**src/verilog/loopback_pkg.sv**
```systemverilog
package loopback_pkg;

	// ----------------------------------------
	// Sizes
	// ----------------------------------------
	localparam int WORD_W        = 32;
	localparam int BLOCK_WORDS   = 16;  // Burst length and throttle unit
	localparam int BLOCK_OFS_W   = 4;
	localparam int MEM_BLOCKS    = 16;
	localparam int BLOCK_IDX_W   = 5;   // One extra bit for full vs empty ring
	localparam int MEM_ADDR_W    = 8;
	localparam int FIFO_DEPTH    = 64;
	localparam int FIFO_CNT_W    = 7;
	localparam int FIFO_HEADROOM = 4;

	// One memory beat, from a DMA port through the arbiter to the RAM
	typedef struct packed {
		logic                  en;
		logic                  we;
		logic [MEM_ADDR_W-1:0] addr;
		logic [WORD_W-1:0]     wdata;
	} mem_req_t;

	typedef enum logic [2:0] {
		IDLE,
		REQ,
		BURST,
		DRAIN,
		RELEASE
	} dma_state_e;

	typedef enum logic [1:0] {
		FREE,
		GRANT,
		WAIT_DROP
	} arb_state_e;

endpackage
```
**src/verilog/word_fifo.sv**
```systemverilog
`timescale 1ns/1ns

module word_fifo (
	input  logic                                okClk,
	input  logic                                reset_i,
	input  logic                                push_i,
	input  logic [loopback_pkg::WORD_W-1:0]     push_data_i,
	input  logic                                pop_i,
	output logic [loopback_pkg::WORD_W-1:0]     pop_data_o,
	output logic                                empty_o,
	output logic                                full_o,
	output logic [loopback_pkg::FIFO_CNT_W-1:0] count_o
);

	logic [loopback_pkg::WORD_W-1:0] mem [loopback_pkg::FIFO_DEPTH];
	logic [$clog2(loopback_pkg::FIFO_DEPTH)-1:0] wr_ptr;
	logic [$clog2(loopback_pkg::FIFO_DEPTH)-1:0] rd_ptr;
	logic do_push;
	logic do_pop;

	assign empty_o = (count_o == '0);
	assign full_o  = (count_o == loopback_pkg::FIFO_CNT_W'(loopback_pkg::FIFO_DEPTH));
	assign do_push = push_i && !full_o;   // Overflow push dropped
	assign do_pop  = pop_i && !empty_o;

	// Head word always visible
	assign pop_data_o = mem[rd_ptr];

	always_ff @(posedge okClk) begin
		if (reset_i) begin
			wr_ptr  <= '0;
			rd_ptr  <= '0;
			count_o <= '0;
		end else begin
			if (do_push)
				wr_ptr <= wr_ptr + 1'b1;
			if (do_pop)
				rd_ptr <= rd_ptr + 1'b1;
			if (do_push && !do_pop)
				count_o <= count_o + 1'b1;
			else if (do_pop && !do_push)
				count_o <= count_o - 1'b1;
		end
	end

	// Storage
	always_ff @(posedge okClk) begin
		if (do_push)
			mem[wr_ptr] <= push_data_i;
	end

endmodule

```
**config.mk**
```make
export PLATFORM = sky130hd
export DESIGN_NAME = word_fifo
export DESIGN_NICKNAME = d
export VERILOG_FILES = /design/src/verilog/loopback_pkg.sv /design/src/verilog/word_fifo.sv
export SDC_FILE = /design/constraint.sdc
export NUM_CORES = 2
export LEC_CHECK = 0
export ABC_CLOCK_PERIOD_IN_PS = 3500
export BUFFER_PORTS_ARGS = -buffer_cell sky130_fd_sc_hd__clkbuf_2
export CAP_MARGIN = 20
export CORE_UTILIZATION = 55
export CTS_CLUSTER_DIAMETER = 60
export DETAILED_ROUTE_END_ITERATION = 16
export PLACE_DENSITY = 0.71
export SLEW_MARGIN = 20
export SYNTH_ARGS = -nofsm -noshare
export SYNTH_HDL_FRONTEND = slang
export SYNTH_SLANG_ARGS = --single-unit
```
**constraint.sdc**
```tcl
create_clock -name okClk -period 3.5 [get_ports okClk]
set_input_delay 0 -clock okClk [delete_from_list [all_inputs] [get_ports okClk]]
set_output_delay 0 -clock okClk [all_outputs]
set_load 0.02 [all_outputs]
```
Yosys cells after proc, flatten, opt, wreduce, memory -nomap -nowiden
Memories as Yosys holds them, arrays and structs flattened. A register that Yosys moved wholly into a read port is not among the register bits.
Index checks and enable logic that the tools add are counted.
{"block": "classes", "n_addsub": 4, "eq_ne": 1, "mux": 6, "n_reduce_logical": 10}
{"op": "7-bit two-way mux", "count": 2}
{"op": "6-bit by 1-bit adder with 6-bit output (second input constant)", "count": 2}
{"op": "6-bit two-way mux", "count": 2}
{"op": "7-bit by 1-bit adder with 7-bit output (second input constant)", "count": 1}
{"op": "7-bit == test (second input constant)", "count": 1}
{"op": "7-bit logical NOT", "count": 1}
{"op": "7-bit by 1-bit subtractor with 7-bit output (second input constant)", "count": 1}
{"op": "1-bit logical AND", "count": 4}
{"op": "1-bit logical NOT", "count": 4}
{"op": "1-bit two-way mux", "count": 2}
{"op": "2-bit nonzero test", "count": 1}
{"block": "totals", "ff_bits": 19, "mem_bits_rw": 2048, "out_inout_bits": 41, "elab_cells": 25, "memories": 1}
{"memory": "mem", "depth": 64, "width": 32, "read_ports": 1, "rd_ports_with_merged_regs": 1, "write_ports": 1, "line": "word_fifo.sv:15", "rtl": "logic [loopback_pkg::WORD_W-1:0] mem [loopback_pkg::FIFO_DEPTH];"}

Depth between registers and ports, before layout
{"block": "depth", "depth_word": 7, "depth_mapped": 11, "depth_no_buf": 11}

Worst setup path after synthesis
OpenSTA, ideal clock, no wires.
{"block": "synth_timing", "path_type": "reg2reg", "from": "reg count_o[2] (netlist bit)", "to": "mem mem[59][0] (netlist bit), enable pin", "setup_time_ns": 0.421, "arrival_time_ns": 2.855, "required_time_ns": 3.079, "slack_ns": 0.224, "stages_incl_launch_ff": 6, "n_path_buf": 0, "period_less_slack_ns": 3.276, "cell_sequence": "dfxtp_1 -> nor4_1 -> and3_1 -> nor3_1 -> nand3_1 -> nor2_1"}
{"block": "synth_via", "elab_chain_cells": 5}
{"item": "start, declared", "line": "word_fifo.sv:12", "rtl": "output logic [loopback_pkg::FIFO_CNT_W-1:0] count_o"}
{"item": "start signal, assigned", "line": "word_fifo.sv:40", "rtl": "count_o <= count_o + 1'b1;"}
{"item": "start signal, assigned", "line": "word_fifo.sv:42", "rtl": "count_o <= count_o - 1'b1;"}
{"item": "7-bit == test", "line": "word_fifo.sv:22", "rtl": "assign full_o = (count_o == loopback_pkg::FIFO_CNT_W'(loopback_pkg::FIFO_DEPTH));"}
{"item": "net full_o", "line": "word_fifo.sv:11", "rtl": "output logic full_o,"}
{"item": "1-bit logical NOT", "line": "word_fifo.sv:23", "rtl": "assign do_push = push_i && !full_o;"}
{"item": "1-bit logical AND", "line": "word_fifo.sv:23"}
{"item": "1-bit two-way mux", "line": "word_fifo.sv:48", "rtl": "if (do_push)"}
{"item": "1-bit two-way mux (not written as such)", "line": "word_fifo.sv:49", "rtl": "mem[wr_ptr] <= push_data_i;"}
{"item": "end, declared", "line": "word_fifo.sv:15"}
The timed path passes the listed nets, and every way through them passes these cells.

==> results.json <==
{
  "status": "complete, but fails checks",
  "violations": "setup timing",
  "syn2layout_area_growth_pct": 14.8,
  "power.switching_mw": 14.5,
  "max_freq_mhz": 284,
  "multi_input_area_um2": 16600,
  "met1_length_um": 74100,
  "fin_util_pct": 63.9,
  "die_x_um": 381,
  "antenna_found_initial": 10,
  "antenna_left": 0,
  "critPathKind": "reg -> out",
  "synthXorXnorAreaFrac_pct": 0.111,
  "wl_um": 187000,
  "yosys_warnings": 0,
  "dp_cells": 5372,
  "drc_errors": 0,
  "wl_per_cell_um": 32.3,
  "wl_met3_um": 17000,
  "synth_edf_count": 2048,
  "clk_latency_ps": 820,
  "hold_ws_ps": 243,
  "worstMarginPinSlew_ps": 1100,
  "synth.yosys.seq_area_share_pct": 78.5,
  "seqPwrFrac_pct": 46.6,
  "setup_slack_ps": -15.3,
  "dp_slack_ps": 133,
  "crit_path_end_kind": "output port",
  "fp.dieH_um": 381,
  "setup-tns-final_ps": -15.3,
  "core_um2": 142000,
  "synthCells": 3419,
  "synthSimpleGateAreaFrac_pct": 1.19,
  "finClkSkew_ps": 22.4,
  "ys_async_sr_fraction_pct": 0,
  "root_buffer": "clkbuf_16",
  "grt_pass1_vias": 39075,
  "die-area_um2": 145000,
  "hold_class": "in -> reg",
  "grt-ovfl-total": 0,
  "crit_slowest_cell": "dfxtp_4",
  "track_usage_pct": 26.0,
  "netlist.area_leader.share_pct": 77.9,
  "io_buffers": 76,
  "intPower_mw": 44.9,
  "cts_sinks": 2073,
  "layout_min_cycle_time_ps": 3520,
  "fin_area_um2": 90600,
  "hold_viol": 0,
  "vias_per_cell": 6.57,
  "fin_crit_sh_pct": 100,
  "synth_area_leader_cell": "edfxtp_1",
  "power_frac_comb_pct": 18.3,
  "cts_tree": "done",
  "drive_gt1_share_pct": 30.7,
  "critPathLaunchType": "register",
  "ir_drop_mv": 0.604,
  "rsz0062_at_grt": "yes",
  "p_total_mw": 59.4,
  "synth-compound-area-share_pct": 2.92,
  "power.share.clock_pct": 35.1,
  "final_cells": 5801,
  "post-dp-hpwl_um": 99000,
  "cts_buffers": 195,
  "sw_frac_of_total_pct": 24.4,
  "fin_nets": 3787,
  "placed_area_um2": 83000,
  "cpMostUsedCell": "buf_4",
  "top_layer_used": "met5",
  "maxCapViolations": 0,
  "cp_cell_sequence": "nand3b_1, buf_4, o221ai_1, a21oi_1, a21oi_1, buf_4, a221oi_1, buf_4, clkbuf_2",
  "htree_num_levels": 4,
  "syn_avg_cell_area_um2": 23.1,
  "vias": 38133,
  "dr.pass1.iters": 5,
  "netlist_top_cells_area": "edfxtp_1 78%, mux4_2 15%, mux2i_1 1.1%",
  "initial_core_util_pct": 55.6,
  "ios": 77,
  "cellLeakagePower_nw": 27.7,
  "grt_pass1_wl_um": 270000,
  "ys_top_cells_by_count": "2,048 x edfxtp_1, 512 x mux4_2, 106 x nor2_1, 103 x a21oi_1, 84 x mux2i_1",
  "ys.flop_type": "edfxtp_1",
  "finalMaxSlewViolations": 0,
  "muxShareOfSynthArea_pct": 15.7,
  "synth_area_um2": 79000,
  "rrSetupSlack_ps": 170,
  "synthesis.nets": 3465,
  "rows": 138,
  "grt_max_degree": 65,
  "cpPeakStageDelay_ps": 550,
  "post-synth-top-count-cell": "edfxtp_1",
  "setup_viol": 1,
  "synth.distinct_cells": 54,
  "crit_required_ps": 3500,
  "wl_met2_um": 91300,
  "initialDrtViolationCount": 5124,
  "gp_congestion": 0.783,
  "crit_fanout": 20,
  "regArea_um2": 62000,
  "clockBufferDepth": 3,
  "synth.ff_latch_count": 2073,
  "arrival_ps": 3520,
  "synthAdderAreaFrac_pct": 0.168,
  "synth_top_family_by_area": "multiplexers",
  "clkTransAtPathRegs_ps": 60,
  "fillCellCount": 9184,
  "max_slew_margin_pct": 26.6,
  "power.density_nw_per_um2": 655
}
==> routing by layer <==
layer,up-vias,global-route usage [%]
met1,20444,37.9
met2,2003,40.8
met5,-,0
met4,4,7.95
li1,15382,-
met3,300,4.52
==> layout by cell type (no fill, tap or decap), types with 15 or more instances in the layout <==
cell | synthesis | layout
clkbuf_16 | 0 | 206
dlygate4sd3_1 | 0 | 36
clkinv_2 | 0 | 46
edfxtp_1 | 2048 | 2048
clkbuf_2 | 0 | 52
bufinv_16 | 0 | 17
a21oi_2 | 0 | 15
nor2_4 | 0 | 64
dfxtp_1 | 25 | 20
buf_16 | 0 | 15
buf_12 | 0 | 32
clkinv_1 | 0 | 44
o221ai_1 | 41 | 41
mux4_2 | 512 | 512
a221oi_1 | 58 | 45
buf_4 | 37 | 140
nor2_1 | 106 | 41
clkbuf_1 | 72 | 34
nand2_1 | 26 | 26
a21oi_1 | 103 | 86
mux2i_1 | 84 | 81
o22ai_1 | 47 | 44
a22o_1 | 38 | 38
==> cell type report <==
type / count / area share [%]
flip-flops and latches: 2073 / 68.4
multi-input cells: 1149 / 18.3
clock buffers: 240 / 5.74
repair buffers: 315 / 3.72
well taps: 1890 / 2.61
clock inverters: 124 / 1.21
inverters: 7 / 0.0290
diodes: 3 / 0.00828
==> timing repair <==
| action | in CTS | in global routing |
|---|---|---|
| endpoints found under the hold margin | 393 | 1023 |
| setup endpoints to repair | 32 | 22 |
| gates cloned | 8 | 7 |
| hold buffers | 14 | 22 |
| pin swaps | 0 | 3 |
| resized for setup | 38 | 35 |
| setup buffers | 8 | 3 |
==> sequential cells by signal, indices dropped and copies added, names as in the netlist, named ones only <==
name	flops
count_o	7
mem	2048
wr_ptr	6
rd_ptr	6
==> kinds of logic (layout without fill, tap and decap cells) <==
family                   count (synthesis)  after routing
adder cells (fa/ha/maj)                 10             10
buffers and inverters                  197            686
XOR/XNOR                                10             10
AO/OA/AOI/OAI                          330            330
other                                    0              3
flip-flops                            2073           2073
multiplexers                           597            597
AND/OR/NAND/NOR                        202            202
==> critical path, delay by kind of cell, from the launching register on <==
| family | cells | cell delay [ps] |
|---|---|---|
| AOI/OAI and AO/OA | 4 | 1000 |
| buffers and inverters | 4 | 800 |
| DFF | 1 | 550 |
| and+or+nand+nor | 1 | 330 |
==> power groups by stage <==
stage	clock network [mW]	registers (mW)	logic (mW)
3_3_place_gp	0	28.2	9.78
2_1_floorplan	0	28.1	7.51
5_1_grt	22.0	27.7	11.5
4_1_cts	21.1	27.7	10.6
3_5_place_dp	0	28.2	9.87
6_report	20.8	27.7	10.9
==> worst paths after layout <==
check             start              to  depth (start not counted)
max            register  pop_data_o[14]                          9
min             reset_i      count_o[2]                          3
max reg2reg  count_o[2]      count_o[6]                         11
min reg2reg  count_o[3]      count_o[3]                          2
Power figures use the tool's default switching activity.
