`src/verilog/loopback_pkg.sv`:
```
package loopback_pkg;

	// ----------------------------------------
	// Sizes
	// ----------------------------------------
	localparam int WORD_W        = 32;
	localparam int BLOCK_WORDS   = 16;  // Burst length and throttle unit
	localparam int BLOCK_OFS_W   = 4;
	localparam int MEM_BLOCKS    = 16;
	localparam int BLOCK_IDX_W   = 5;   // One extra bit for full vs empty ring
	localparam int MEM_ADDR_W    = 8;
	localparam int FIFO_DEPTH    = 64;
	localparam int FIFO_CNT_W    = 7;
	localparam int FIFO_HEADROOM = 4;

	// One memory beat, from a DMA port through the arbiter to the RAM
	typedef struct packed {
		logic                  en;
		logic                  we;
		logic [MEM_ADDR_W-1:0] addr;
		logic [WORD_W-1:0]     wdata;
	} mem_req_t;

	typedef enum logic [2:0] {
		IDLE,
		REQ,
		BURST,
		DRAIN,
		RELEASE
	} dma_state_e;

	typedef enum logic [1:0] {
		FREE,
		GRANT,
		WAIT_DROP
	} arb_state_e;

endpackage
```
`src/verilog/dma_write_port.sv`:
```
`timescale 1ns/1ns

module dma_write_port (
	input  logic                                 okClk,
	input  logic                                 reset_i,
	input  logic                                 writes_en_i,
	input  logic [loopback_pkg::FIFO_CNT_W-1:0]  fifo_count_i,
	input  logic [loopback_pkg::WORD_W-1:0]      fifo_data_i,
	output logic                                 fifo_pop_o,
	input  logic [loopback_pkg::BLOCK_IDX_W-1:0] rd_blocks_i,
	output logic [loopback_pkg::BLOCK_IDX_W-1:0] wr_blocks_o,
	output logic                                 req_o,
	input  logic                                 ack_i,
	output loopback_pkg::mem_req_t               beat_o
);

	loopback_pkg::dma_state_e state;
	logic [loopback_pkg::BLOCK_OFS_W-1:0] word_ofs;
	logic [loopback_pkg::BLOCK_IDX_W-1:0] ring_used;
	logic can_start;
	logic beat_active;
	logic last_beat;

	// Full block waiting and a free slot in the ring
	assign ring_used = wr_blocks_o - rd_blocks_i;
	assign can_start = writes_en_i
		&& (fifo_count_i >= loopback_pkg::FIFO_CNT_W'(loopback_pkg::BLOCK_WORDS))
		&& (ring_used < loopback_pkg::BLOCK_IDX_W'(loopback_pkg::MEM_BLOCKS));

	// Beats start on the ack cycle
	assign beat_active = ack_i && (state == loopback_pkg::REQ || state == loopback_pkg::BURST);
	assign last_beat   = beat_active && (word_ofs == '1);
	assign fifo_pop_o  = beat_active;

	always_comb begin
		beat_o.en    = beat_active;
		beat_o.we    = 1'b1;
		beat_o.addr  = {wr_blocks_o[loopback_pkg::MEM_ADDR_W-loopback_pkg::BLOCK_OFS_W-1:0],
			word_ofs};
		beat_o.wdata = fifo_data_i;   // FIFO head
	end

	always_ff @(posedge okClk) begin
		if (reset_i) begin
			state       <= loopback_pkg::IDLE;
			req_o       <= 1'b0;
			word_ofs    <= '0;
			wr_blocks_o <= '0;
		end else begin
			if (beat_active)
				word_ofs <= word_ofs + 1'b1;   // Wraps to zero after the block
			case (state)
				loopback_pkg::IDLE: begin
					if (can_start) begin
						req_o <= 1'b1;
						state <= loopback_pkg::REQ;
					end
				end
				loopback_pkg::REQ: begin
					if (ack_i)
						state <= loopback_pkg::BURST;
				end
				loopback_pkg::BURST: begin
					if (last_beat) begin
						req_o       <= 1'b0;
						wr_blocks_o <= wr_blocks_o + 1'b1;
						state       <= loopback_pkg::RELEASE;
					end
				end
				loopback_pkg::RELEASE: begin
					if (!ack_i)
						state <= loopback_pkg::IDLE;   // Handshake complete
				end
				default: state <= loopback_pkg::IDLE;
			endcase
		end
	end

endmodule

```
`config.mk`:
```
export PLATFORM = sky130hd
export DESIGN_NAME = dma_write_port
export DESIGN_NICKNAME = d
export VERILOG_FILES = /design/src/verilog/loopback_pkg.sv /design/src/verilog/dma_write_port.sv
export SDC_FILE = /design/constraint.sdc
export NUM_CORES = 1
export LEC_CHECK = 0
export BUFFER_PORTS_ARGS = -buffer_cell sky130_fd_sc_hd__buf_4
export CAP_MARGIN = 20
export CORE_MARGIN = 2
export CORE_UTILIZATION = 40
export CTS_BUF_LIST = sky130_fd_sc_hd__clkbuf_4 sky130_fd_sc_hd__clkbuf_8
export DETAILED_ROUTE_END_ITERATION = 16
export MAX_ROUTING_LAYER = met4
export PLACE_DENSITY_LB_ADDON = 0.05
export SYNTH_ARGS = -nofsm -noshare
export SYNTH_HDL_FRONTEND = slang
export SYNTH_SLANG_ARGS = --single-unit
```
`constraint.sdc`:
```
create_clock -name okClk -period 2.6 [get_ports okClk]
set_input_delay 0 -clock okClk [delete_from_list [all_inputs] [get_ports okClk]]
set_output_delay 0 -clock okClk [all_outputs]
set_load 0.1 [all_outputs]
```
## Word-level counts from Yosys, hierarchy flattened

Index checks and enable logic that the tools add are counted.

| word-level totals | value |
|---|---|
| memories kept | 0 |
| latch bits | 0 |
| output and inout port bits | 49 |
| logic and storage cells | 35 |
| register bits | 13 |
| bits in writable memories | 0 |
| bits in read-only memories | 0 |

| operators by class | value |
|---|---|
| multiply operators | 0 |
| reduce and logical (&&, ||, !) cells | 10 |
| add/subtract/negate cells | 3 |
| div/mod/pow operators | 0 |
| order comparisons | 2 |
| shift operators | 0 |
| bitwise operators | 0 |
| equal/unequal tests | 8 |
| multiplexer cells | 8 |

Operator list:

| cell | count |
|---|---|
| two-way mux 3 bit | 4 |
| case mux 3 bit (4 select lines) | 1 |
| inequality test 2 bit, second input constant | 4 |
| greater-or-equal comparator 7 x 5 -> 1 bit, second input constant | 1 |
| adder 5 x 1 -> 5 bit, second input constant | 1 |
| < comparator 5 bit, second input constant | 1 |
| subtractor 5 bit | 1 |
| adder 4 x 1 -> 4 bit, second input constant | 1 |
| equality test 4 bit, second input constant | 1 |
| logical AND 1 bit | 4 |
| AND reduction 4 bit | 1 |
| equality test 3 x 1 -> 1 bit, second input constant | 1 |
| equality test 3 x 2 -> 1 bit, second input constant | 1 |
| equality test 3 bit, second input constant | 1 |
| logical NOT 3 bit | 1 |
| AND reduction 3 bit | 1 |
| two-way mux 1 bit | 2 |
| case mux 1 bit (2 select lines) | 1 |
| AND reduction 2 bit | 1 |
| nonzero test 2 bit | 1 |
| logical OR 1 bit | 1 |

## Depth between registers and ports, before layout

| logic depth | value |
|---|---|
| word-level depth | 6 |
| mapped depth | 6 |
| gate-level depth less buffers | 6 |

## Least setup slack after synthesis

OpenSTA, ideal clock, no wires.

| timing path | value |
|---|---|
| kind | register to output |
| from | register state[0] |
| to | output beat_o[41] (netlist bit) |
| data arrival time | 3.611 ns |
| slack | -1.011 ns |
| stages on the path, launching flop included | 5 |
| path buffers | 2 |
| required time | 2.600 ns |
| cell sequence | dfxtp_1 > buf_6 > xnor2_1 > nor3b_1 > buf_4 |

| on the way | value |
|---|---|
| longest elaborated chain between the ends | 3 |
| elaborated cells between the ends (all ways) | 4 |

Ends and longest elaborated chain:

| what | RTL line | RTL |
|---|---|---|
| start, declared | dma_write_port.sv:17 | `loopback_pkg::dma_state_e state;` |
| start signal, assigned | dma_write_port.sv:45 | `state <= loopback_pkg::IDLE;` |
| start signal, assigned | dma_write_port.sv:56 | `state <= loopback_pkg::REQ;` |
| start signal, assigned | dma_write_port.sv:61 | `state <= loopback_pkg::BURST;` |
| equality test 3 x 1 -> 1 bit or equality test 3 x 2 -> 1 bit (tied branches) | dma_write_port.sv:31 | `assign beat_active = ack_i && (state == loopback_pkg::REQ \|\| state == loopback_pkg::BURST);` |
| logical OR 1 bit * | dma_write_port.sv:31 |  |
| logical AND 1 bit * | dma_write_port.sv:31 |  |
| end, declared | dma_write_port.sv:14 | `output loopback_pkg::mem_req_t beat_o` |

Every way passes the cells marked *; elsewhere a longest branch is shown, timed or not.

## Worst setup path after layout

| timing path | value |
|---|---|
| from | register word_ofs[0] (netlist bit) |
| to | register wr_blocks_o[4] (netlist bit) |

| on the way | value |
|---|---|
| longest elaborated chain between the ends | 3 |

Ends and longest elaborated chain:

| what | RTL line | RTL |
|---|---|---|
| start, declared | dma_write_port.sv:18 | `logic [loopback_pkg::BLOCK_OFS_W-1:0] word_ofs;` |
| start signal, assigned | dma_write_port.sv:51 | `word_ofs <= word_ofs + 1'b1;` |
| equality test 4 bit | dma_write_port.sv:32 | `assign last_beat = beat_active && (word_ofs == '1);` |
| logical AND 1 bit | dma_write_port.sv:32 |  |
| AND reduction 2 bit (no source line) | - |  |
| end signal, assigned | dma_write_port.sv:66 | `wr_blocks_o <= wr_blocks_o + 1'b1;` |
| end, declared | dma_write_port.sv:11 | `output logic [loopback_pkg::BLOCK_IDX_W-1:0] wr_blocks_o,` |

No other way between the ends.
A chain may end at the register's enable or synchronous reset.

==> reports/results.txt <==
After the first detailed-routing iteration, the DRC count stood at 6. Once detail routing completed, the nets flagged for antenna violations numbered 0. Derived from the worst setup path, the maximum achievable clock frequency is 590 MHz.

Critical path's slowest cell: sky130_fd_sc_hd__nor4_1. Summing over every cut layer, the via total after detailed routing is 671. The boundary pin count was 97; the clock transition at the register clock pins on the worst setup and hold paths after CTS was 0.07 ns. The root buffer cell is sky130_fd_sc_hd__clkbuf_4.

Of the synthesized area, sequential elements account for 25.8%. The library cell used most frequently in the layout, excluding fill and tap cells, is sky130_fd_sc_hd__buf_4. The number of setup violations in the final report came out at 0. Dividing the final minimum period by the clock period gives 65.2%.

In this run the vertical extent of the chip is 54.2 um. By area, the combinational part of the netlist is dominated by buffers and inverters. Summing all multi-input logic gate instances after layout gives 435 sq um. Final setup skew: 0.00297 ns. The tools report the HPWL reported at the end of detailed placement as 1.30 mm. The launch instance of the worst register-to-register path is word_ofs[0]. The clock latency on the worst-skew pair was 0.27 ns; the leakage power summed over all cells was 0.434 nW. The tools report the pin count of the biggest net entering global routing as 14. The area of all sequential standard cells came out at 260 sq um. The critical path starts at word_ofs[0]. The kind of critical path was reg -> reg.

The worst setup path is launched from a flip-flop. The tools report the launch point of the worst hold path as fifo_data_i[3]. After synthesis, the mean cell area works out to 8.49 sq um.

Global routing usage summed across all routing layers: 13.4%. The completed layout was analyzed and its total power is 0.441 mW. For the final routed database, the setup TNS stands at 0 ns. Net count reported at finish: 165. By area the synthesized netlist is led by sky130_fd_sc_hd__buf_4, sky130_fd_sc_hd__dfxtp_1, sky130_fd_sc_hd__xnor2_1.

The worst voltage drop across the vdd grid is 0.000287 V. In this run the worst path has a maximum fanout of 5. At the pin with the least slew margin, the transition time is 0.573 ns.

The tools report the core footprint as 2430 sq um. The die covers 2940 sq um. The repair_antennas step left the layout with diodes totalling 0. The detailed-route DRC error count is 0. The flow ran to the end, and the final reports show no timing, DRC or antenna violations. The worst setup path is captured at a flip-flop.

Cells with a size suffix above 1 make up 33.3% of the layout. Walking the worst path, the cells encountered are ha_1 -> nand4_1 -> nor4_1 -> nand3_1 -> a21oi_1. Of the post-synthesis cell area, the dominant cell type holds 28.3%. The growth of design area from synthesis to finish works out to -1.49%.

The number of global-route vias before repair is 617, and the final weighted congestion in routability-driven placement is 0.643. The count of input and output buffers works out to 27. TritonCTS built the clock tree.

The number of storage elements in the synthesis netlist was 13; the clock sink count was 13. The die is 54.2 um wide. Aggregate routed wire length: 1.70 mm. In the layout the commonest cells are sky130_fd_sc_hd__buf_4, sky130_fd_sc_hd__dfxtp_1, sky130_fd_sc_hd__nor2_1, sky130_fd_sc_hd__xnor2_1. The run gives 2 as the number of buffers on the longest clock path.

For the mapped cell area, the log shows 1010 sq um. Synthesis produced a netlist whose cell count is 119. The unique cell type count in the Yosys netlist is 32. The clock period minus worst slack came out at 1.70 ns.

The depth of the worst register-to-register path is 5. The fraction of the mapped netlist area in simple logic gates was 22.2%. The tools report the number of cell rows as 18. The Yosys step of the flow raised 0 warnings. In this run, CTS created clock tree buffers numbering 3.

The pre-antenna-repair detailed-routing pass consisted of 2 iterations. Setup repair after global routing left no endpoint under its margin. The power density over the cells is 444 nW/um^2. The initial antenna violation count is 0, and the synthesized-area fraction occupied by ao, oa, aoi and oai cells is 4.96%.

The run gives 1.91 ns as the data arrival time at the worst-slack endpoint. Summed over all instances, the cell type with the most area after synthesis is sky130_fd_sc_hd__buf_4. The synthesized netlist devotes 6.94% of its cell area to XOR and XNOR gates. The number of setup buffers added after CTS is 0. Counting every net in the synthesized netlist gives 172. Counting the fill cells in the layout gives 270. The total number of H-tree levels is 1. At the worst endpoint, the required time is 2.81 ns. For the max-slew headroom at the worst pin, the log shows 61.4%.

For this configuration, the core starts out at a cell density of 41.5%. The worst hold path passes through 0 cells. The first global-routing pass estimated 2.73 mm of wire. The run gives 0 as the count of final max-slew check failures. The adder and majority cell fraction of the synthesized area works out to 6.20%. The path class of the tightest hold or removal check is in -> out.

Across the run, the number of max-cap violations was 0. The final global-route overflow total is 0, and the fraction of synthesized area in multiplexers is 1.98%. Dividing the detail-routed wire length by the instance count gives 12.1 um. The per-cell via count in the routed design works out to 4.76. The largest stage delay on the critical path is 0.55 ns, and the final number of hold-violating endpoints is 0.
## Yosys cell counts (all sizes together)
library cell and n:
or2b 3, or4b 1, and4bb 1, nor4b 1
nand2b 2, nor2 11, or3b 1, nand3 4
or3 1, buf 39, mux2i 2, nor3b 1
dfxtp 13, and3b 1, nor4 3, a21oi 3
and2 1, a31oi 1, nor3 4, conb 1
xnor2 8, o21a 1, ha 5, a21o 1
a2111oi 1, inv 5, nor2b 1, clkbuf 1
nand4 1, o21ai 1
## per-stage QoR
step                      area, sq um  hold WS, ns  cells  utilization, %  setup slack (ns)
after CTS                         995     0.000681    141            40.9             0.875
final                             995    0.0000386    141            40.9             0.904
after global placement            955     0.000681    136            39.2             0.888
after detailed placement          955     0.000681    136            39.2             0.885
after global routing              995     0.000143    141            40.9             0.749
after floorplan                  1010       0.0768    119               -             0.201
## flip-flops by register name, indices dropped and copies added (netlist names)
| register | cells |
|---|---|
| wr_blocks_o | 5 |
| state | 3 |
| word_ofs | 4 |
| req_o | 1 |
## what timing repair did
item | CTS | global route
gates resized for setup | 0 | 0
endpoints found under the hold margin | 6 | 0
hold buffers | 1 | 0
## routing by layer
| layer | part of all wire (%) | GRT usage (%) | vias to the layer above |
|---|---|---|---|
| li1 | - | - | 340 |
| met1 | 44 | 15.9 | 289 |
| met2 | 42 | 18.9 | 28 |
| met3 | 11 | 6.28 | 14 |
| met4 | 3.2 | 7.08 | 0 |
| met5 | 0 | - | - |
## kinds of logic (layout without fill, tap and decap cells)
kind of cell | count (synthesis) | count (layout)
multiplexers | 2 | 2
flip-flops | 13 | 13
AO/OA/AOI/OAI | 8 | 8
other | 1 | 1
XOR/XNOR | 8 | 8
adder cells (fa/ha/maj) | 5 | 5
buffers and inverters | 45 | 37
AND/OR/NAND/NOR | 37 | 37
## worst paths after layout
path         slack (ns)              to
max                0.90  wr_blocks_o[4]
min             0.00004       beat_o[3]
max reg2reg        0.90  wr_blocks_o[4]
min reg2reg        0.51           req_o
## cell type report
class	instances	share of cell area [%]
Clock buffer	4	3.02
Inverter	5	1.89
Multi-Input combinational cell	61	43.8
Sequential cell	13	26.2
Tap cell	30	3.77
Timing Repair Buffer	28	21.4
## power breakdown
part / leakage, nW / internal, mW / switching, mW
clock: 0.0184 / 0.0699 / 0.0639
combinational: 0.310 / 0.0333 / 0.0644
sequential: 0.105 / 0.204 / 0.00604
## critical path, delay by kind of cell, from the launching register on
family,cells,cell delay (ns)
compound gates,1,0.16
fa+ha+maj,1,0.19
flops,1,0.40
simple gates,3,0.89
Note: power is estimated with default switching activity, not from simulation.
