### src/verilog/loopback_pkg.sv
package loopback_pkg;

	// ----------------------------------------
	// Sizes
	// ----------------------------------------
	localparam int WORD_W        = 32;
	localparam int BLOCK_WORDS   = 16;  // Burst length and throttle unit
	localparam int BLOCK_OFS_W   = 4;
	localparam int MEM_BLOCKS    = 16;
	localparam int BLOCK_IDX_W   = 5;   // One extra bit for full vs empty ring
	localparam int MEM_ADDR_W    = 8;
	localparam int FIFO_DEPTH    = 64;
	localparam int FIFO_CNT_W    = 7;
	localparam int FIFO_HEADROOM = 4;

	// One memory beat, from a DMA port through the arbiter to the RAM
	typedef struct packed {
		logic                  en;
		logic                  we;
		logic [MEM_ADDR_W-1:0] addr;
		logic [WORD_W-1:0]     wdata;
	} mem_req_t;

	typedef enum logic [2:0] {
		IDLE,
		REQ,
		BURST,
		DRAIN,
		RELEASE
	} dma_state_e;

	typedef enum logic [1:0] {
		FREE,
		GRANT,
		WAIT_DROP
	} arb_state_e;

endpackage
### src/verilog/mem_arbiter.sv
`timescale 1ns/1ns

module mem_arbiter (
	input  logic                   okClk,
	input  logic                   reset_i,
	input  logic                   wr_req_i,
	output logic                   wr_ack_o,
	input  loopback_pkg::mem_req_t wr_beat_i,
	input  logic                   rd_req_i,
	output logic                   rd_ack_o,
	input  loopback_pkg::mem_req_t rd_beat_i,
	output loopback_pkg::mem_req_t ram_req_o,
	output logic                   rd_valid_o
);

	loopback_pkg::arb_state_e state;
	logic owner_rd;     // Current owner is the read port
	logic last_rd;      // Read port got the last grant
	logic pick_rd;
	logic owner_req;

	// Round robin when both ask
	assign pick_rd   = rd_req_i && (!wr_req_i || !last_rd);
	assign owner_req = owner_rd ? rd_req_i : wr_req_i;

	assign wr_ack_o = (state == loopback_pkg::GRANT) && !owner_rd;
	assign rd_ack_o = (state == loopback_pkg::GRANT) && owner_rd;

	// ----------------------------------------
	// Four-phase handshake
	// ----------------------------------------
	always_ff @(posedge okClk) begin
		if (reset_i) begin
			state    <= loopback_pkg::FREE;
			owner_rd <= 1'b0;
			last_rd  <= 1'b1;   // Write port wins the first tie
		end else begin
			case (state)
				loopback_pkg::FREE: begin
					if (wr_req_i || rd_req_i) begin
						owner_rd <= pick_rd;
						last_rd  <= pick_rd;
						state    <= loopback_pkg::GRANT;
					end
				end
				loopback_pkg::GRANT: begin
					if (!owner_req)
						state <= loopback_pkg::WAIT_DROP;   // Ack falls next cycle
				end
				loopback_pkg::WAIT_DROP: state <= loopback_pkg::FREE;   // Turnaround
				default: state <= loopback_pkg::FREE;
			endcase
		end
	end

	// Only the owner reaches the memory
	always_comb begin
		ram_req_o = '0;
		if (state == loopback_pkg::GRANT)
			ram_req_o = owner_rd ? rd_beat_i : wr_beat_i;
	end

	always_ff @(posedge okClk) begin
		if (reset_i)
			rd_valid_o <= 1'b0;
		else
			rd_valid_o <= ram_req_o.en && !ram_req_o.we;   // Lines up with RAM data
	end

endmodule

### config.mk
export PLATFORM = sky130hd
export DESIGN_NAME = mem_arbiter
export DESIGN_NICKNAME = d
export VERILOG_FILES = /design/src/verilog/loopback_pkg.sv /design/src/verilog/mem_arbiter.sv
export SDC_FILE = /design/constraint.sdc
export NUM_CORES = 1
export LEC_CHECK = 0
export BUFFER_PORTS_ARGS = -buffer_cell sky130_fd_sc_hd__clkbuf_2
export CORE_MARGIN = 2
export CORE_UTILIZATION = 30
export CTS_CLUSTER_SIZE = 25
export DETAILED_ROUTE_END_ITERATION = 16
export PLACE_DENSITY = 0.84
export SETUP_SLACK_MARGIN = 0.05
export SYNTH_ARGS = -nofsm -noshare
export SYNTH_HDL_FRONTEND = slang
export SYNTH_SLANG_ARGS = --single-unit
### constraint.sdc
create_clock -name okClk -period 1.32 [get_ports okClk]
set_clock_uncertainty 0.05 [all_clocks]
set_input_delay 0.264 -clock okClk [delete_from_list [all_inputs] [get_ports okClk]]
set_output_delay 0.264 -clock okClk [all_outputs]
set_load 0.005 [all_outputs]
# Word-level counts from Yosys, hierarchy flattened
# Index checks and enable logic that the tools add are counted.
[totals]
register_bits = 5
latch_bits = 0
ram_bits = 0
mem_bits_ro = 0
out_inout_bits = 45
elab_cells = 26
n_memories = 0
[op_classes]
addsub = 0
mul = 0
div_mod_pow = 0
order_cmp = 0
n_eq_ne = 3
n_shift = 0
muxes = 6
n_bitwise = 0
n_reduce_logical = 13
[ops]
columns = ["op", "count"]
rows = [
  ["$mux W42", 2],
  ["$logic_and A1 B1 Y1", 4],
  ["$logic_not A1 Y1", 4],
  ["$mux W2", 2],
  ["$ne A2 B2 Y1 const B", 2],
  ["$pmux W2 S2", 1],
  ["$reduce_and A2 Y1", 2],
  ["$eq A2 B1 Y1 const B", 1],
  ["$logic_not A2 Y1", 1],
  ["$logic_or A1 B1 Y1", 2],
  ["$mux W1", 1],
]

# Longest topological paths before layout
# Gate-level depths: netlist of run 1.
[depth]
ltp_word = 4
depth_mapped = 5

# Worst setup path before layout of run 1
# Ideal clock, no wire load.
[synth_timing]
path_type = "register -> output"
from = "register owner_rd"
to = "output port ram_req_o[22] in the netlist's numbering"
arrival_time_ns = 0.954
t_required_ns = 1.006
path_slack_ns = 0.052
stages_incl_launch_ff = 6
path_buffers = 3
cell_sequence = "dfxtp_1 -> clkbuf_2 -> buf_6 -> buf_6 -> mux2i_1 -> nor2_1"
[synth_lines]
columns = ["element", "line_no", "rtl"]
rows = [
  ["start: declaration", "mem_arbiter.sv:17", "logic owner_rd;"],
  ["start signal: assignment", "mem_arbiter.sv:41", "owner_rd <= pick_rd;"],
  ["end: declaration", "mem_arbiter.sv:12", "output loopback_pkg::mem_req_t ram_req_o,"],
]

==> metrics.csv, run 1 <==
metric;value;unit
gp_congestion;0.788;
layout_common_cells;clkbuf_2, nor2_1, mux2i_1, buf_4;
synth.avg_cell_area;7.51;um^2
yosys.area.top_type;mux2i_1;
required;1010;ps
initial_core_util;32.4;%
layout-drive-gt1-share;64.3;%
postRouteAntennaNets;0;
area_delta_synth_final;110;%
clkTransAtPathRegs;50;ps
remaining_drc_errors;0;
cp.arrival;1260;ps
drv_cap;0;
fillers;248;
rsz0062_at_grt;true;
vias_per_cell;4.79;
clk_latency;250;ps
ir_worst_vdd;0.000330;V
grt_pass1_wl;4.84;mm
grt_usage;18.0;%
cp-end-kind;primary output;
grt_max_degree;25;
violations;setup timing;
synth_area_leaders;mux2i_1, nor2_1, dfxtp_1;
grt_overflow;0;
cts_tree;done;
chipWidth;59.0;um
coreArea;2810;um^2
worst-path-max-fanout;7;
final-setup-viol-count;47;
outcome;finished with violations;
dp_hpwl;2.76;mm
detail_route.iter0.violations;32;
ios;133;
antenna_found_initial;0;
grt_pass1_vias;1155;
synth-seq-area-share;11.0;%
path_cells;buf_12 -> clkbuf_16 -> mux2i_1 -> nor2_1 -> clkbuf_2;
power_density;585;nW/um^2
final_util;67.9;%
hp-class;in -> reg;
die_area;3480;um^2
cts_max_level;1;
io_buffers;132;
maxSlewViolCount;0;
cpPeakStageDelay;390;ps
fin_tns_setup;-9790;ps
synth_top_area_share;46.3;%
cts_buffers;3;
firstDrtPassIters;4;
fmaxAchievable;634;MHz
slowest_stage;dfxtp_4;
max_slew_margin;82.5;%
synth_cell_type_count;21;
synthCells;121;
layout_min_cycle_time;1580;ps
layout_commonest_cell;clkbuf_2;
yosys_warnings;0;
die_y;59.0;um
clock_sinks;5;
num_rows;19;
worst_slew_pin_slew;262;ps
finalCritPeriodShare;120;%
clk_path_buf_depth;2;
cts-root-buf;clkbuf_4;
wirelength;3.73;mm
diodes;0;
p_leak;1.02;nW
worstSetupPathType;reg -> out;
yosys_register_bits;5;
vias;1407;
total_power;0.00111;W
hold_viol;0;
cp-start-kind;register;
fin_ws;-258;ps
finalNetCount;352;
synthesis.nets;209;
wl_per_cell;12.7;um
netlist_area;908;um^2
## synth_stat cells (all sizes together)
master    n
o211ai    1
mux2i    42
nor3b     1
a2111oi   1
clkbuf    1
o221a     1
nand2b    2
or3b      1
a211oi    1
inv       3
nor2     45
nor2b     1
buf      10
and2      1
or4b      2
dfxtp     5
nand3b    1
a21boi    1
o32ai     1
## cell type report
cell class / count / area [um^2] / area share, %
repair buffers: 149 / 948 / 49.8
multi-input cells: 102 / 774 / 40.7
clock buffers: 4 / 26.3 / 1.38
well taps: 31 / 38.8 / 2.04
flip-flops and latches: 5 / 105 / 5.52
inverters: 3 / 11.3 / 0.591
## sequential cells by signal, summed over array words and instances, names as in the netlist
signal and count:
state 2, last_rd 1, owner_rd 1, rd_valid_o 1
## final timing paths
path	end	cells after the start	start	slack, ps
worst max-delay path	ram_req_o[37]	5	owner_rd	-260
worst min-delay path	state[1]	2	rd_req_i	190
worst max register to register	state[1]	6	owner_rd	-140
worst min register to register	last_rd	2	last_rd	450
## timing repair
item / in CTS / in global routing
buffers inserted: 4 / 2
gates resized for setup: 17 / 11
endpoints found under the setup margin: 44 / 47
hold endpoints to repair: 0 / 0
hold buffers: 0 / 0
pin swaps: 3 / 3
cloned: 3 / 2
## worst max-delay path: cells and delay by family, from the launching register on
kind          cells  cell delay, ps
mux               1             200
buf+inv           3             370
simple gates      1              50
flops             1             390
## per-layer routing
layer  GRT usage [%]  vias to the layer above  part of all wire [%]
li1                -                      702                     -
met2            36.2                       92                    51
met4            2.92                        0                   1.6
met1            19.1                      606                    37
met5               0                        -                     0
met3            3.71                        7                    10
## kinds of logic after synthesis
kind of cell / count (synthesis) / share of synthesized area, %
AND/OR/NAND/NOR: 54 / 26.2
multiplexers: 42 / 46.3
buffers and inverters: 14 / 9.64
AO/OA/AOI/OAI: 6 / 6.89
flip-flops: 5 / 11.0
## where the power goes
part | total (W) | internal (W) | switching [W]
sequential | 0.000178 | 0.000163 | 0.0000144
combinational | 0.000745 | 0.000439 | 0.000306
clock | 0.000191 | 0.000115 | 0.0000756
## per-stage QoR
stage	instances	worst slack, ps	hold slack (ps)	cell area [um^2]
2_1_floorplan	121	52.5	287	908
3_3_place_gp	279	39.1	438	1600
3_5_place_dp	279	0.689	450	1600
4_1_cts	290	-244	186	1790
5_1_grt	294	-323	195	1900
6_report	294	-258	186	1900
Note: power is estimated with default switching activity, not from simulation.
==> run 2: changes to the inputs <==
--- a/config.mk
+++ b/config.mk
@@ -6,11 +6,13 @@
 export NUM_CORES = 1
 export LEC_CHECK = 0
 export BUFFER_PORTS_ARGS = -buffer_cell sky130_fd_sc_hd__clkbuf_2
+export CELL_PAD_IN_SITES_DETAIL_PLACEMENT = 2
+export CELL_PAD_IN_SITES_GLOBAL_PLACEMENT = 2
 export CORE_MARGIN = 2
-export CORE_UTILIZATION = 30
+export CORE_UTILIZATION = 12
 export CTS_CLUSTER_SIZE = 25
 export DETAILED_ROUTE_END_ITERATION = 16
-export PLACE_DENSITY = 0.84
+export PLACE_DENSITY = 0.81
 export SETUP_SLACK_MARGIN = 0.05
 export SYNTH_ARGS = -nofsm -noshare
 export SYNTH_HDL_FRONTEND = slang
==> metrics.csv, run 2 (same netlist as run 1, synthesis figures left out) <==
metric;value;unit;change
antenna_found_initial;0;;unchanged
finalNetCount;346;;was 352
p_leak;0.978;nW;was 1.02 nW
layout_min_cycle_time;1520;ps;was 1580 ps
final-setup-viol-count;44;;was 47
layout_commonest_cell;clkbuf_2;;unchanged
clk_path_buf_depth;2;;unchanged
fmaxAchievable;658;MHz;was 634 MHz
reg2reg_depth;3;;was 6
cts_tree;done;;unchanged
firstDrtPassIters;2;;was 4
grt_pass1_vias;1477;;was 1,155
cpPeakStageDelay;410;ps;was 390 ps
multi_input_area;751;um^2;was 774 um^2
die_area;8280;um^2;was 3480 um^2
cp-startpoint;owner_rd;;unchanged
total_power;0.00116;W;was 0.00111 W
wl_per_cell;13.7;um;was 12.7 um
slowest_stage;dfxtp_4;;unchanged
swShare;34.5;%;was 35.5%
r2r_end;rd_valid_o;;was state[1]
reg2reg_from;owner_rd;;unchanged
cp-start-kind;register;;unchanged
grt_max_degree;29;;was 25
ios;133;;unchanged
wirelength;4.88;mm;was 3.73 mm
dp_hpwl;3.97;mm;was 2.76 mm
cp-end-kind;primary output;;unchanged
outcome;finished with violations;;unchanged
chipWidth;91.0;um;was 59.0 um
area_delta_synth_final;109;%;was 110%
finalCritPeriodShare;115;%;was 120%
p_switching;0.000400;W;was 0.000396 W
clock_sinks;5;;unchanged
cts_max_level;1;;unchanged
cts_buffers;3;;unchanged
clk_latency;220;ps;was 250 ps
path_cells;buf_12 -> mux2i_2 -> nor2_1 -> clkbuf_2;;was buf_12 -> clkbuf_16 -> mux2i_1 -> nor2_1 -> clkbuf_2
pre_cts_ws;8.33;ps;was 0.689 ps
vias_per_cell;4.06;;was 4.79
worstSetupPathType;reg -> out;;unchanged
fin_ws;-200;ps;was -258 ps
io_buffers;132;;unchanged
largest_register_ffs;2;;unchanged
die_y;91.0;um;was 59.0 um
num_rows;31;;was 19
detail_route.iter0.violations;21;;was 32
violations;setup timing;;unchanged
power.internal;0.000758;W;was 0.000718 W
final_util;26.0;%;was 67.9%
power_frac_seq;15.7;%;was 16.0%
power_density;611;nW/um^2;was 585 nW/um^2
diodes;0;;unchanged
initial_core_util;12.5;%;was 32.4%
cts-root-buf;clkbuf_8;;was clkbuf_4
layout-drive-gt1-share;61.1;%;was 64.3%
worstSetupEndpoint;ram_req_o[39];;was ram_req_o[37]
p_comb_share;59.6;%;was 66.9%
fillers;907;;was 248
layout_common_cells;clkbuf_2, nor2_1, mux2i_1, buf_12;;was clkbuf_2, nor2_1, mux2i_1, buf_4
cp.arrival;1210;ps;was 1260 ps
remaining_drc_errors;0;;unchanged
postRouteAntennaNets;0;;unchanged
maxSlewViolCount;0;;unchanged
grt_usage;10.9;%;was 18.0%
largest_register;state;;unchanged
coreArea;7290;um^2;was 2810 um^2
max_slew_margin;78.9;%;was 82.5%
layoutNonFillerInstCount;356;;was 294
dp.cells;348;;was 279
drv_cap;0;;unchanged
clkTransAtPathRegs;40;ps;was 50 ps
ir_worst_vdd;0.000232;V;was 0.000330 V
gp_congestion;0.714;;was 0.788
worst_slew_pin_slew;316;ps;was 262 ps
grt_overflow;0;;unchanged
required;1010;ps;about the same
hold_viol;0;;unchanged
vias;1444;;was 1,407
worst-path-max-fanout;15;;was 7
hp-class;in -> reg;;unchanged
power.share.clock;24.7;%;was 17.1%
rsz0062_at_grt;true;;unchanged
grt_pass1_wl;7.42;mm;was 4.84 mm
seqCellArea;108;um^2;was 105 um^2
r2r_slack;70;ps;was -140 ps
-- run 2: cell types whose count changed in the layout (fill, tap and decap cells not counted), sizes merged --
cell    previous run  this run
clkbuf           137       135
buf               16        12
-- run 2: final cells by class --
class | instances | share of cell area [%]
Sequential cell | 5 | 5.68
Clock buffer | 4 | 2.38
Timing Repair Buffer | 143 | 45.2
Tap cell | 99 | 6.53
Multi-Input combinational cell | 102 | 39.6
Inverter | 3 | 0.594
-- run 2: worst min-delay path by stage --
stage / end / cells past startpoint / start
after floorplan: rd_valid_o / 1 / reset_i
after detailed placement: state[1] / 2 / rd_req_i
after CTS: state[1] / 2 / rd_req_i
final: state[1] / 2 / rd_req_i
after global routing: state[1] / 2 / rd_req_i
after global placement: last_rd / 2 / last_rd
-- run 2: what timing repair did --
action                                  4_1_cts  5_1_grt
gates resized for setup                       6        9
setup buffers                                 1        0
pin swaps                                     1        1
hold buffers                                  0        0
cloned                                        1        2
endpoints found under the setup margin       45       46
-- run 2: worst max-delay path: cells and delay by family (launching register included) --
kind | cells | cell delay, ps
flops | 1 | 410
buf+inv | 2 | 290
mux | 1 | 210
simple gates | 1 | 70
-- run 2: through the flow --
stage	hold WS (ps)	instance area, um^2	setup TNS (ps)
floorplan	287	908	0
global placement	444	1740	0
detailed placement	462	1740	0
CTS	227	1830	-7530
global route	242	1900	-9770
finish	234	1900	-6730
-- run 2: power by group through the flow --
| stage | Combinational [W] | Sequential (W) | Clock, W |
|---|---|---|---|
| CTS | 0.000660 | 0.000183 | 0.000296 |
| detailed placement | 0.000633 | 0.000181 | 0 |
| global placement | 0.000609 | 0.000180 | 0 |
| floorplan | 0.000313 | 0.000172 | 0 |
| finish | 0.000690 | 0.000182 | 0.000286 |
| global route | 0.000762 | 0.000185 | 0.000307 |
-- run 2: per-layer routing --
metal  global-route usage [%]  routed length (um)  vias up
met5                        0                   0        -
met4                     1.52                  27        0
met3                     3.07                 436        2
met2                     21.3                2570       86
met1                     11.8                1840      670
li1                         -                   -      686
==> run 3: changes to the inputs <==
--- a/config.mk
+++ b/config.mk
@@ -13,7 +13,7 @@
 export CTS_CLUSTER_SIZE = 25
 export DETAILED_ROUTE_END_ITERATION = 16
 export PLACE_DENSITY = 0.81
-export SETUP_SLACK_MARGIN = 0.05
+export SETUP_SLACK_MARGIN = 0.02
 export SYNTH_ARGS = -nofsm -noshare
 export SYNTH_HDL_FRONTEND = slang
 export SYNTH_SLANG_ARGS = --single-unit
==> metrics.csv, run 3 (same netlist as run 1, synthesis figures left out) <==
metric;value;unit;change
firstDrtPassIters;2;;unchanged
clock_sinks;5;;unchanged
postRouteAntennaNets;0;;unchanged
num_rows;31;;unchanged
maxSlewViolCount;0;;unchanged
wl_per_cell;13.7;um;about the same
final-setup-viol-count;44;;unchanged
gp_congestion;0.714;;unchanged
layout_common_cells;clkbuf_2, nor2_1, mux2i_1, buf_12;;unchanged
whs;234;ps;about the same
grt_max_degree;29;;unchanged
worstSetupPathType;reg -> out;;unchanged
layout_min_cycle_time;1520;ps;about the same
io_buffers;132;;unchanged
initial_core_util;12.5;%;unchanged
grt_pass1_wl;7.42;mm;unchanged
finalCritPeriodShare;115;%;about the same
cp-end-kind;primary output;;unchanged
detail_route.iter0.violations;21;;unchanged
worst-path-max-fanout;13;;was 15
total_power;0.00115;W;was 0.00116 W
die_y;91.0;um;unchanged
ios;133;;unchanged
largest_register;state;;unchanged
outcome;finished with violations;;unchanged
reg2reg_from;owner_rd;;unchanged
violations;setup timing;;unchanged
cts_buffers;3;;unchanged
grt_pass1_vias;1477;;unchanged
max_slew_margin;82.8;%;was 78.9%
coreArea;7290;um^2;unchanged
finalNetCount;346;;unchanged
cts_max_level;1;;unchanged
vias_per_cell;4.03;;was 4.06
p_leak;0.975;nW;was 0.978 nW
cp.arrival;1210;ps;about the same
area_delta_synth_final;108;%;was 109%
chipWidth;91.0;um;unchanged
rsz0062_at_grt;true;;unchanged
clkTransAtPathRegs;40;ps;about the same
wirelength;4.88;mm;about the same
power_density;611;nW/um^2;about the same
fmaxAchievable;657;MHz;was 658 MHz
cts-root-buf;clkbuf_8;;unchanged
fin_ws;-202;ps;was -200 ps
layout-drive-gt1-share;60.7;%;was 61.1%
vias;1436;;was 1,444
cts_tree;done;;unchanged
required;1010;ps;about the same
dp_hpwl;3.97;mm;unchanged
cp-start-kind;register;;unchanged
hp-start;rd_req_i;;unchanged
hp-class;in -> reg;;unchanged
worst_slew_pin_slew;258;ps;was 316 ps
hold_viol;0;;unchanged
clk_path_buf_depth;2;;unchanged
diodes;0;;unchanged
largest_register_ffs;2;;unchanged
layout_commonest_cell;clkbuf_2;;unchanged
die_area;8280;um^2;unchanged
grt_overflow;0;;unchanged
cp-startpoint;owner_rd;;unchanged
grt_usage;10.9;%;unchanged
remaining_drc_errors;0;;unchanged
clk_latency;220;ps;about the same
drv_cap;0;;unchanged
antenna_found_initial;0;;unchanged
ir_worst_vdd;0.000232;V;about the same
[run 3: changes by cell type in the layout (fill, tap and decap cells not counted)]
cell and change:
o32ai_1 +1, o32ai_2 -1
[run 3: layout make-up]
type / instances / area, um^2
Clock buffer: 4 / 45.0
Fill cell: 908 / 5400
Inverter: 3 / 11.3
Multi-Input combinational cell: 102 / 743
Sequential cell: 5 / 108
Tap cell: 99 / 124
Timing Repair Buffer: 143 / 857
[run 3: repair_timing]
action | CTS | global route
setup buffers | 1 | 0
setup endpoints to repair | 44 | 45
pin swaps | 0 | 1
resized for setup | 6 | 8
gates cloned | 1 | 2
hold buffers | 0 | 0
[run 3: layer usage]
layer | share of wire, % | vias up | global-route usage, % | wire (um)
li1 | - | 688 | - | -
met3 | 9.0 | 2 | 3.07 | 440
met1 | 38 | 660 | 11.8 | 1830
met5 | 0 | - | 0 | 0
met2 | 53 | 86 | 21.3 | 2580
met4 | 0.55 | 0 | 1.52 | 27
[run 3: worst max-delay path, stage by stage (launching register included)]
cell      delay, ps
dfxtp_4         410
buf_12          180
mux2i_1         220
nor2_1           60
clkbuf_2        110
[run 3: power breakdown]
part           switching (W)  total (W)  internal (W)
clock              0.0000773   0.000285      0.000208
combinational       0.000302   0.000687      0.000385
sequential         0.0000183   0.000182      0.000164
total               0.000398    0.00115      0.000756
[run 3: path summary, 6_finish.rpt]
kind | endpoint | slack [ps] | depth (start not counted)
worst min-delay path | state[1] | 230 | 2
worst min register to register | last_rd | 490 | 2
worst max-delay path | ram_req_o[23] | -200 | 4
worst max register to register | rd_valid_o | 30 | 3
[run 3: metrics by stage]
stage	TNS, ps	std cells	setup WS, ps	cell area [um^2]	utilization (%)
after global placement	0	348	34.2	1740	23.8
after global routing	-9790	356	-283	1890	25.9
after CTS	-7530	354	-225	1830	25.1
after detailed placement	0	348	8.33	1740	23.8
final	-6760	356	-202	1890	25.9
after floorplan	0	121	52.5	908	-
